**src/include/apb_delay_defines.svh**
```systemverilog
`ifndef APB_DELAY_DEFINES_SVH
`define APB_DELAY_DEFINES_SVH

// 1 scales the target latency, 0 turns the delayer into plain wires
`define PMU_ON 1

`endif

```
**src/hw/apb_delay_pkg.sv**
```systemverilog
`default_nettype none

package apb_delay_pkg;

    localparam int unsigned ADDR_W  = 32;
    localparam int unsigned DATA_W  = 32;
    localparam int unsigned STRB_W  = DATA_W / 8;
    localparam int unsigned COUNT_W = 32;

    // Delay ratio 1.5 in fixed point with SCALE_SHIFT fraction bits
    localparam int unsigned SCALE_SHIFT = 10;
    localparam logic [COUNT_W-1:0] DELAY_RATIO_Q = COUNT_W'(1536);

    localparam int unsigned MEM_WORDS = 64;
    localparam int unsigned MEM_AW    = $clog2(MEM_WORDS);   // Word index bits
    localparam logic [ADDR_W-1:0] WAIT_REG_ADDR = 32'h0000_0100;
    localparam int unsigned WAIT_W    = 4;

    typedef struct packed {
        logic [ADDR_W-1:0] paddr;
        logic              psel;
        logic              penable;
        logic [2:0]        pprot;
        logic              pwrite;
        logic [DATA_W-1:0] pwdata;
        logic [STRB_W-1:0] pstrb;
    } apb_req_t;

    typedef struct packed {
        logic              pready;
        logic [DATA_W-1:0] prdata;
        logic              pslverr;
    } apb_rsp_t;

    typedef enum logic [1:0] {
        DLY_IDLE,
        DLY_ACTIVE,   // Target is stalling, stall time accumulates
        DLY_HOLD      // Counting the extra cycles down
    } delay_state_e;

    typedef enum logic [1:0] {
        TGT_IDLE,
        TGT_WAIT,
        TGT_DONE      // Answered, ignores penable until the next setup
    } target_state_e;

endpackage

`default_nettype wire

```
**src/hw/apb_delayer.sv**
```systemverilog
`timescale 1ns/1ns
`default_nettype none

`include "apb_delay_defines.svh"

module apb_delayer
    import apb_delay_pkg::*;
(
    input  wire logic     clock,
    input  wire logic     reset,
    input  wire apb_req_t in_req,
    output apb_rsp_t      in_rsp,
    output apb_req_t      out_req,
    input  wire apb_rsp_t out_rsp
);

    // The request side is never touched, only the completion is moved
    assign out_req = in_req;

    if (`PMU_ON) begin : g_scale
        delay_state_e       state_q;
        logic [COUNT_W-1:0] acc_q;       // Scaled stall time, then whole cycles left
        logic [DATA_W-1:0]  rdata_q;
        logic               slverr_q;
        apb_rsp_t           rsp_q;
        logic               setup;
        logic               release_now;

        assign setup = in_req.psel && !in_req.penable;

        // Last hold cycle, the response goes out on the next edge
        assign release_now = (state_q == DLY_HOLD) && (acc_q == '0);

        always_ff @(posedge clock) begin
            if (reset) begin
                state_q <= DLY_IDLE;
            end else if (setup) begin
                state_q <= DLY_ACTIVE;
            end else begin
                case (state_q)
                    DLY_ACTIVE: begin
                        if (out_rsp.pready) begin
                            state_q <= DLY_HOLD;
                        end
                    end
                    DLY_HOLD: begin
                        if (acc_q == '0) begin
                            state_q <= DLY_IDLE;
                        end
                    end
                    default: begin
                        state_q <= DLY_IDLE;
                    end
                endcase
            end
        end

        always_ff @(posedge clock) begin
            if (reset) begin
                acc_q <= '0;
            end else if (setup) begin
                acc_q <= '0;
            end else if (state_q == DLY_ACTIVE) begin
                if (out_rsp.pready) begin
                    // Drop the fraction bits to get whole extra cycles
                    acc_q <= acc_q >> SCALE_SHIFT;
                end else begin
                    acc_q <= acc_q + DELAY_RATIO_Q;
                end
            end else if (state_q == DLY_HOLD && acc_q != '0) begin
                acc_q <= acc_q - 1'b1;
            end
        end

        // Target answer is kept here while the requester is held off
        always_ff @(posedge clock) begin
            if (state_q == DLY_ACTIVE && out_rsp.pready) begin
                rdata_q  <= out_rsp.prdata;
                slverr_q <= out_rsp.pslverr;
            end
        end

        always_ff @(posedge clock) begin
            if (reset) begin
                rsp_q <= '0;
            end else begin
                rsp_q.pready  <= release_now;
                rsp_q.prdata  <= release_now ? rdata_q : '0;
                rsp_q.pslverr <= release_now && slverr_q;
            end
        end

        assign in_rsp = rsp_q;
    end else begin : g_bypass
        assign in_rsp = out_rsp;   // Target latency is seen as is
    end

endmodule

`default_nettype wire

```
**src/hw/apb_wait_target.sv**
```systemverilog
`timescale 1ns/1ns
`default_nettype none

module apb_wait_target
    import apb_delay_pkg::*;
(
    input  wire logic     clock,
    input  wire logic     reset,
    input  wire apb_req_t req,
    output apb_rsp_t      rsp
);

    target_state_e     state_q;
    logic [WAIT_W-1:0] wait_q;         // Programmed wait states
    logic [WAIT_W-1:0] count_q;        // Wait cycles left in this transfer
    logic [DATA_W-1:0] mem_q [MEM_WORDS];

    logic              setup;
    logic              access;
    logic              done;
    logic              is_mem;
    logic              is_wait;
    logic              is_err;
    logic [MEM_AW-1:0] word_idx;
    logic [DATA_W-1:0] merged;

    assign setup  = req.psel && !req.penable;
    assign access = req.psel && req.penable;

    // Single cycle in which the transfer completes
    assign done = (state_q == TGT_WAIT) && access && (count_q == '0);

    // 0x000-0x0FC memory, 0x100 wait register, everything above is an error
    assign is_mem   = req.paddr[ADDR_W-1:2] < MEM_WORDS;
    assign is_wait  = req.paddr[ADDR_W-1:2] == WAIT_REG_ADDR[ADDR_W-1:2];
    assign is_err   = !is_mem && !is_wait;
    assign word_idx = req.paddr[MEM_AW+1:2];

    always_ff @(posedge clock) begin
        if (reset) begin
            state_q <= TGT_IDLE;
            count_q <= '0;
        end else if (setup) begin
            state_q <= TGT_WAIT;
            count_q <= wait_q;             // Wait count is taken at setup
        end else if (state_q == TGT_WAIT && access) begin
            if (count_q == '0) begin
                state_q <= TGT_DONE;
            end else begin
                count_q <= count_q - 1'b1;
            end
        end
    end

    always_comb begin
        merged = mem_q[word_idx];
        for (int b = 0; b < STRB_W; b++) begin
            if (req.pstrb[b]) begin
                merged[b*8 +: 8] = req.pwdata[b*8 +: 8];
            end
        end
    end

    always_ff @(posedge clock) begin
        if (reset) begin
            for (int i = 0; i < MEM_WORDS; i++) begin
                mem_q[i] <= '0;
            end
        end else if (done && req.pwrite && is_mem) begin
            mem_q[word_idx] <= merged;
        end
    end

    always_ff @(posedge clock) begin
        if (reset) begin
            wait_q <= '0;
        end else if (done && req.pwrite && is_wait) begin
            wait_q <= req.pwdata[WAIT_W-1:0];  // Strobes do not apply here
        end
    end

    always_comb begin
        rsp = '0;
        rsp.pready = done;
        rsp.pslverr = done && is_err;
        if (done && !req.pwrite) begin
            if (is_mem) begin
                rsp.prdata = mem_q[word_idx];
            end else if (is_wait) begin
                rsp.prdata = DATA_W'(wait_q);
            end
        end
    end

endmodule

`default_nettype wire

```
**src/hw/apb_delay_top.sv**
```systemverilog
`timescale 1ns/1ns
`default_nettype none

module apb_delay_top
    import apb_delay_pkg::*;
(
    input  wire logic     clock,
    input  wire logic     reset,
    input  wire apb_req_t req,
    output apb_rsp_t      rsp
);

    // Link between the delayer and the slow target
    apb_req_t tgt_req;
    apb_rsp_t tgt_rsp;

    apb_delayer u_delayer (
        .clock   (clock),
        .reset   (reset),
        .in_req  (req),
        .in_rsp  (rsp),
        .out_req (tgt_req),
        .out_rsp (tgt_rsp)
    );

    apb_wait_target u_target (
        .clock (clock),
        .reset (reset),
        .req   (tgt_req),
        .rsp   (tgt_rsp)
    );

endmodule

`default_nettype wire

```
**config.mk**
```make
export PLATFORM = sky130hd
export DESIGN_NAME = apb_delay_top
export DESIGN_NICKNAME = d
export VERILOG_FILES = /design/src/hw/apb_delay_pkg.sv /design/src/hw/apb_delayer.sv /design/src/hw/apb_wait_target.sv /design/src/hw/apb_delay_top.sv
export VERILOG_INCLUDE_DIRS = /design/src /design/src/include
export SDC_FILE = /design/constraint.sdc
export NUM_CORES = 2
export LEC_CHECK = 0
export ABC_AREA = 0
export BUFFER_PORTS_ARGS = -buffer_cell sky130_fd_sc_hd__buf_2
export CAP_MARGIN = 20
export CORE_MARGIN = 8
export CORE_UTILIZATION = 35
export CTS_BUF_LIST = sky130_fd_sc_hd__clkbuf_2
export CTS_CLUSTER_DIAMETER = 60
export DETAILED_ROUTE_END_ITERATION = 7
export MAX_ROUTING_LAYER = met4
export PLACE_DENSITY = 0.54
export SETUP_SLACK_MARGIN = 0.2
export SYNTH_ARGS = -nofsm -noshare
export SYNTH_HDL_FRONTEND = slang
export SYNTH_SLANG_ARGS = --single-unit
```
**constraint.sdc**
```tcl
create_clock -name clock -period 3.8 [get_ports clock]
set_clock_uncertainty 0.15 [all_clocks]
set_input_delay 0.38 -clock clock [delete_from_list [all_inputs] [get_ports clock]]
set_output_delay 0.38 -clock clock [all_outputs]
set_load 0.01 [all_outputs]
```
==> run_results.csv <==
group,metric,value,unit
critical_path,cp-start-kind,"input pin",
sta,slew_headroom,21.3,%
worst_hold_path,hold_depth,7,
critical_path,required,5.09,ns
synth,synth_top_area_share,58.5,%
critical_path,crit_path_cell_trace,"dlygate4sd3_1, dlygate4sd3_1, buf_2, dlygate4sd3_1, nor3b_2, buf_4, buf_12, o31ai_1, o2111ai_2, buf_4, nor4b_2, buf_4, buf_12, a21oi_1",
clock_network,cts_inserted_buffers,598,
synth,synth_commonest_cells,"nand2_1, edfxtp_1, a21oi_1, clkbuf_1, mux2i_1",
sta,fin_crit_sh,96.3,%
clock_network,clockBufferDepth,4,
synth,syn_area,0.107,mm²
die,initial_utilization,35.1,%
route,viasPerCell,5.89,
critical_path,r2r_end,"u_target.mem_q[32][26]$_SDFFCE_PN0P_",
critical_path,path_delay_family,"buffers and inverters",
sta,setup_viol,0,
final_layout,drive_gt1_share,20.2,%
critical_path,slowest_stage,"dlygate4sd3_1",
synth,postSynthNetCount,10100,
critical_path,end_kind,"register",
critical_path,path_class,"input pin to register",
sta,rsz0062_at_grt,"yes",
synth,ys_ff_latch,2159,
synth,yosys-top-cells-area,"edfxtp_1, a21oi_1, nand2_1, mux2i_1, clkbuf_1",
clock_network,htree_levels,6,
synth,ys_types,79,
route,dr.first_iter.drc_count,11700,
global_routing,track_usage,25.4,%
global_routing,grt_pass1_vias,85100,
route,drc_errors,0,
die,fp-row-count,203,
pwr,leakagePower,45.3,nW
critical_path,reg2regPathDepth,9,
sta,hold_viol_final,0,
placement,dpl-instance-area,0.118,mm²
sta,whs,0.158,ns
die,chipHeight,569,µm
worst_hold_path,hp-start,"req[47]",
critical_path,rr_startpoint,"u_target.count_q[0]$_SDFFE_PP0P_",
global_routing,antenna_found_initial,26,
critical_path,crit_path_max_fanout,32,
job,cap_violations,0,
critical_path,crit_arrival,4.95,ns
critical_path,worst-path-buf-inv,9,
final_layout,final_cell_area,0.125,mm²
sta,max_freq,0.273,GHz
synth,syn_area_per_cell,10.6,µm²
die,core,0.305,mm²
route,antenna_left,0,
synth,async_reset_ff_share,0,%
clock_network,clock_latency,1.87,ns
die,io_pins,110,
sta,period_needed,3.66,ns
placement,dp_hpwl,269000,µm
final_layout,nNetsFinal,10700,
synth,synth_edf_count,2081,
synth,synth_most_common_cell,"nand2_1",
placement,place_congestion,0.930,
synth,syn-instance-count,10100,
clock_network,cts_root_buf,"clkbuf_2",
final_layout,flow.area_growth_from_synthesis,16.9,%
sta,tightest_slew,1.18,ns
global_routing,grt_max_degree,129,
route,drtPass1Iterations,8,
sta,slew_viol_final,0,
clock_network,cts_tree,"yes",
final_layout,final_cells,15100,
route,routedWlPerCell,27.8,µm
synth,yosysTopAreaCell,"edfxtp_1",
synth,seq_area_frac_synth,60.0,%
placement,place.port_buffers,104,
pwr,p_per_area,412,mW/mm²
die,die_w,569,µm
global_routing,grt_pass1_wl,594000,µm
global_routing,overflow,0,
critical_path,slowest_delay,0.80,ns
critical_path,rrSetupSlack,0.35,ns
final_layout,fillers,29300,
synth,yosys_warnings,0,
synth,yosys_most_used_dff,"edfxtp_1",
worst_hold_path,min_to,"u_target.mem_q[29][1]$_SDFFCE_PN0P_",
worst_hold_path,hold_class,"input pin to register",
route,drt_wl_total,418000,µm
pwr,power,0.0515,W
pwr,ir_drop,241,µV
clock_network,clk_pin_slew,0.11,ns
placement,placedCellCount,13900,
clock_network,cts.sinks,2159,
run_status,run_status,"finished, final reports clean",
route,vias,88700,
die,dieArea,0.323,mm²
-- logic make-up after synthesis --
| group | count (synthesis) | share of synthesized area [%] |
|---|---|---|
| AND/OR/NAND/NOR | 2891 | 11.7 |
| adder cells (fa/ha/maj) | 5 | 0.0586 |
| XOR/XNOR | 12 | 0.0984 |
| multiplexers | 460 | 4.40 |
| buffers and inverters | 1435 | 6.19 |
| AO/OA/AOI/OAI | 3091 | 17.6 |
| flip-flops | 2159 | 60.0 |
-- power by group --
part	switching, W	internal [W]	leakage (nW)	total, W
Clock	0.0104	0.00689	4.09	0.0173
Combinational	0.00510	0.00218	18.8	0.00728
Sequential	0.000237	0.0267	22.4	0.0269
-- how the worst max path moves through the flow --
stage                                startpoint                                  endpoint  slack, ns  depth (start not counted)
6_report                                req[49]       u_target.mem_q[46][6]$_SDFFCE_PN0P_       0.14                         14
5_1_grt                                 req[49]       u_target.mem_q[20][6]$_SDFFCE_PN0P_       0.24                         13
4_1_cts        u_target.count_q[0]$_SDFFE_PP0P_      u_target.mem_q[22][13]$_SDFFCE_PN0P_       0.20                          9
3_5_place_dp                            req[45]      u_target.mem_q[49][26]$_SDFFCE_PN0P_      -0.34                         12
3_3_place_gp                            req[45]      u_target.mem_q[50][26]$_SDFFCE_PN0P_      -0.36                         12
2_1_floorplan  u_target.count_q[0]$_SDFFE_PP0P_  u_delayer.g_scale.acc_q[12]$_SDFFE_PP0P_       0.34                         10
-- timing repair --
action,CTS,global route
hold endpoints to repair,4240,4
resized for setup,1,6
hold buffers,140,1
setup buffers,1,2
pin swaps,2,1
endpoints found under the setup margin,50,409
-- final cells by class --
type                       count  area, µm²  area share, %
clock buffer                 874       4370           3.50
clock inverter               157       1000          0.801
tap                         3997       5000           4.01
multi-input combinational   6459      37200           29.8
antenna                       26       65.1         0.0521
inverter                     185        727          0.582
timing repair buffer        1197      12500           10.0
sequential                  2159      64100           51.3
-- metal layers --
metal  up-vias  share of wire (%)  GRT usage [%]
li1      38600                  -              -
met1     43700                 39           32.4
met2      5485                 45           38.0
met3       899                 11           5.18
met4         0                6.0           13.5
met5         -                  0              -
-- per-stage QoR --
step / setup WS, ns / utilization, % / setup TNS (ns)
after floorplan: 0.337 / - / 0
after CTS: 0.203 / 40.9 / 0
after global routing: 0.243 / 41.0 / 0
after detailed placement: -0.337 / 38.7 / -66.79
final: 0.141 / 41.0 / 0
after global placement: -0.357 / 38.7 / -66.99
-- sequential cells by signal, summed over array words and instances (netlist names) --
name and count:
u_target.wait_q 4, u_delayer.g_scale.slverr_q 1, u_delayer.g_scale.acc_q 32, u_delayer.g_scale.state_q 2, u_delayer.in_rsp 34, u_target.count_q 4
u_delayer.g_scale.rdata_q 32, u_target.state_q 2, u_target.mem_q 2048
-- layout by cell type (no fill, tap or decap), types with 12 or more instances in the layout --
| cell type | synthesis | final |
|---|---|---|
| a31oi_1 | 165 | 165 |
| a221o_1 | 196 | 196 |
| edfxtp_1 | 2081 | 2081 |
| o32ai_1 | 170 | 170 |
| nor3_2 | 3 | 28 |
| nor3_1 | 252 | 226 |
| clkbuf_2 | 1 | 874 |
| inv_1 | 180 | 178 |
| nand2b_4 | 0 | 31 |
| clkinv_1 | 1 | 103 |
| nor4b_4 | 0 | 24 |
| dfxtp_1 | 78 | 78 |
| a221oi_1 | 103 | 102 |
| o31ai_1 | 90 | 90 |
| inv_2 | 4 | 12 |
| nor2_1 | 142 | 118 |
| a22o_1 | 35 | 35 |
| nor4_4 | 1 | 15 |
| and2_1 | 38 | 38 |
| o21ai_0 | 57 | 57 |
| diode_2 | 0 | 26 |
| o2111ai_1 | 31 | 30 |
| nand3_1 | 30 | 29 |
| dlygate4sd3_1 | 0 | 140 |
| nor2b_1 | 14 | 14 |
| buf_2 | 253 | 101 |
| mux2i_1 | 452 | 452 |
| nand4_1 | 22 | 22 |
| buf_12 | 0 | 269 |
| a22oi_1 | 63 | 63 |
| a21oi_1 | 1875 | 1875 |
| or2_2 | 66 | 65 |
| buf_4 | 129 | 683 |
| nor2_2 | 2 | 18 |
| o22ai_1 | 259 | 259 |
| nand2_1 | 2138 | 2137 |
| nor4_1 | 28 | 18 |
-- worst min-delay path: stages --
cell and delay [ns]:
dlygate4sd3_1 0.56, buf_2 0.27, nand3b_1 0.20, buf_12 0.22
nor3_1 0.13, nand2_1 0.15, nor3_1 0.07
Note: power is estimated with default switching activity, not from simulation.
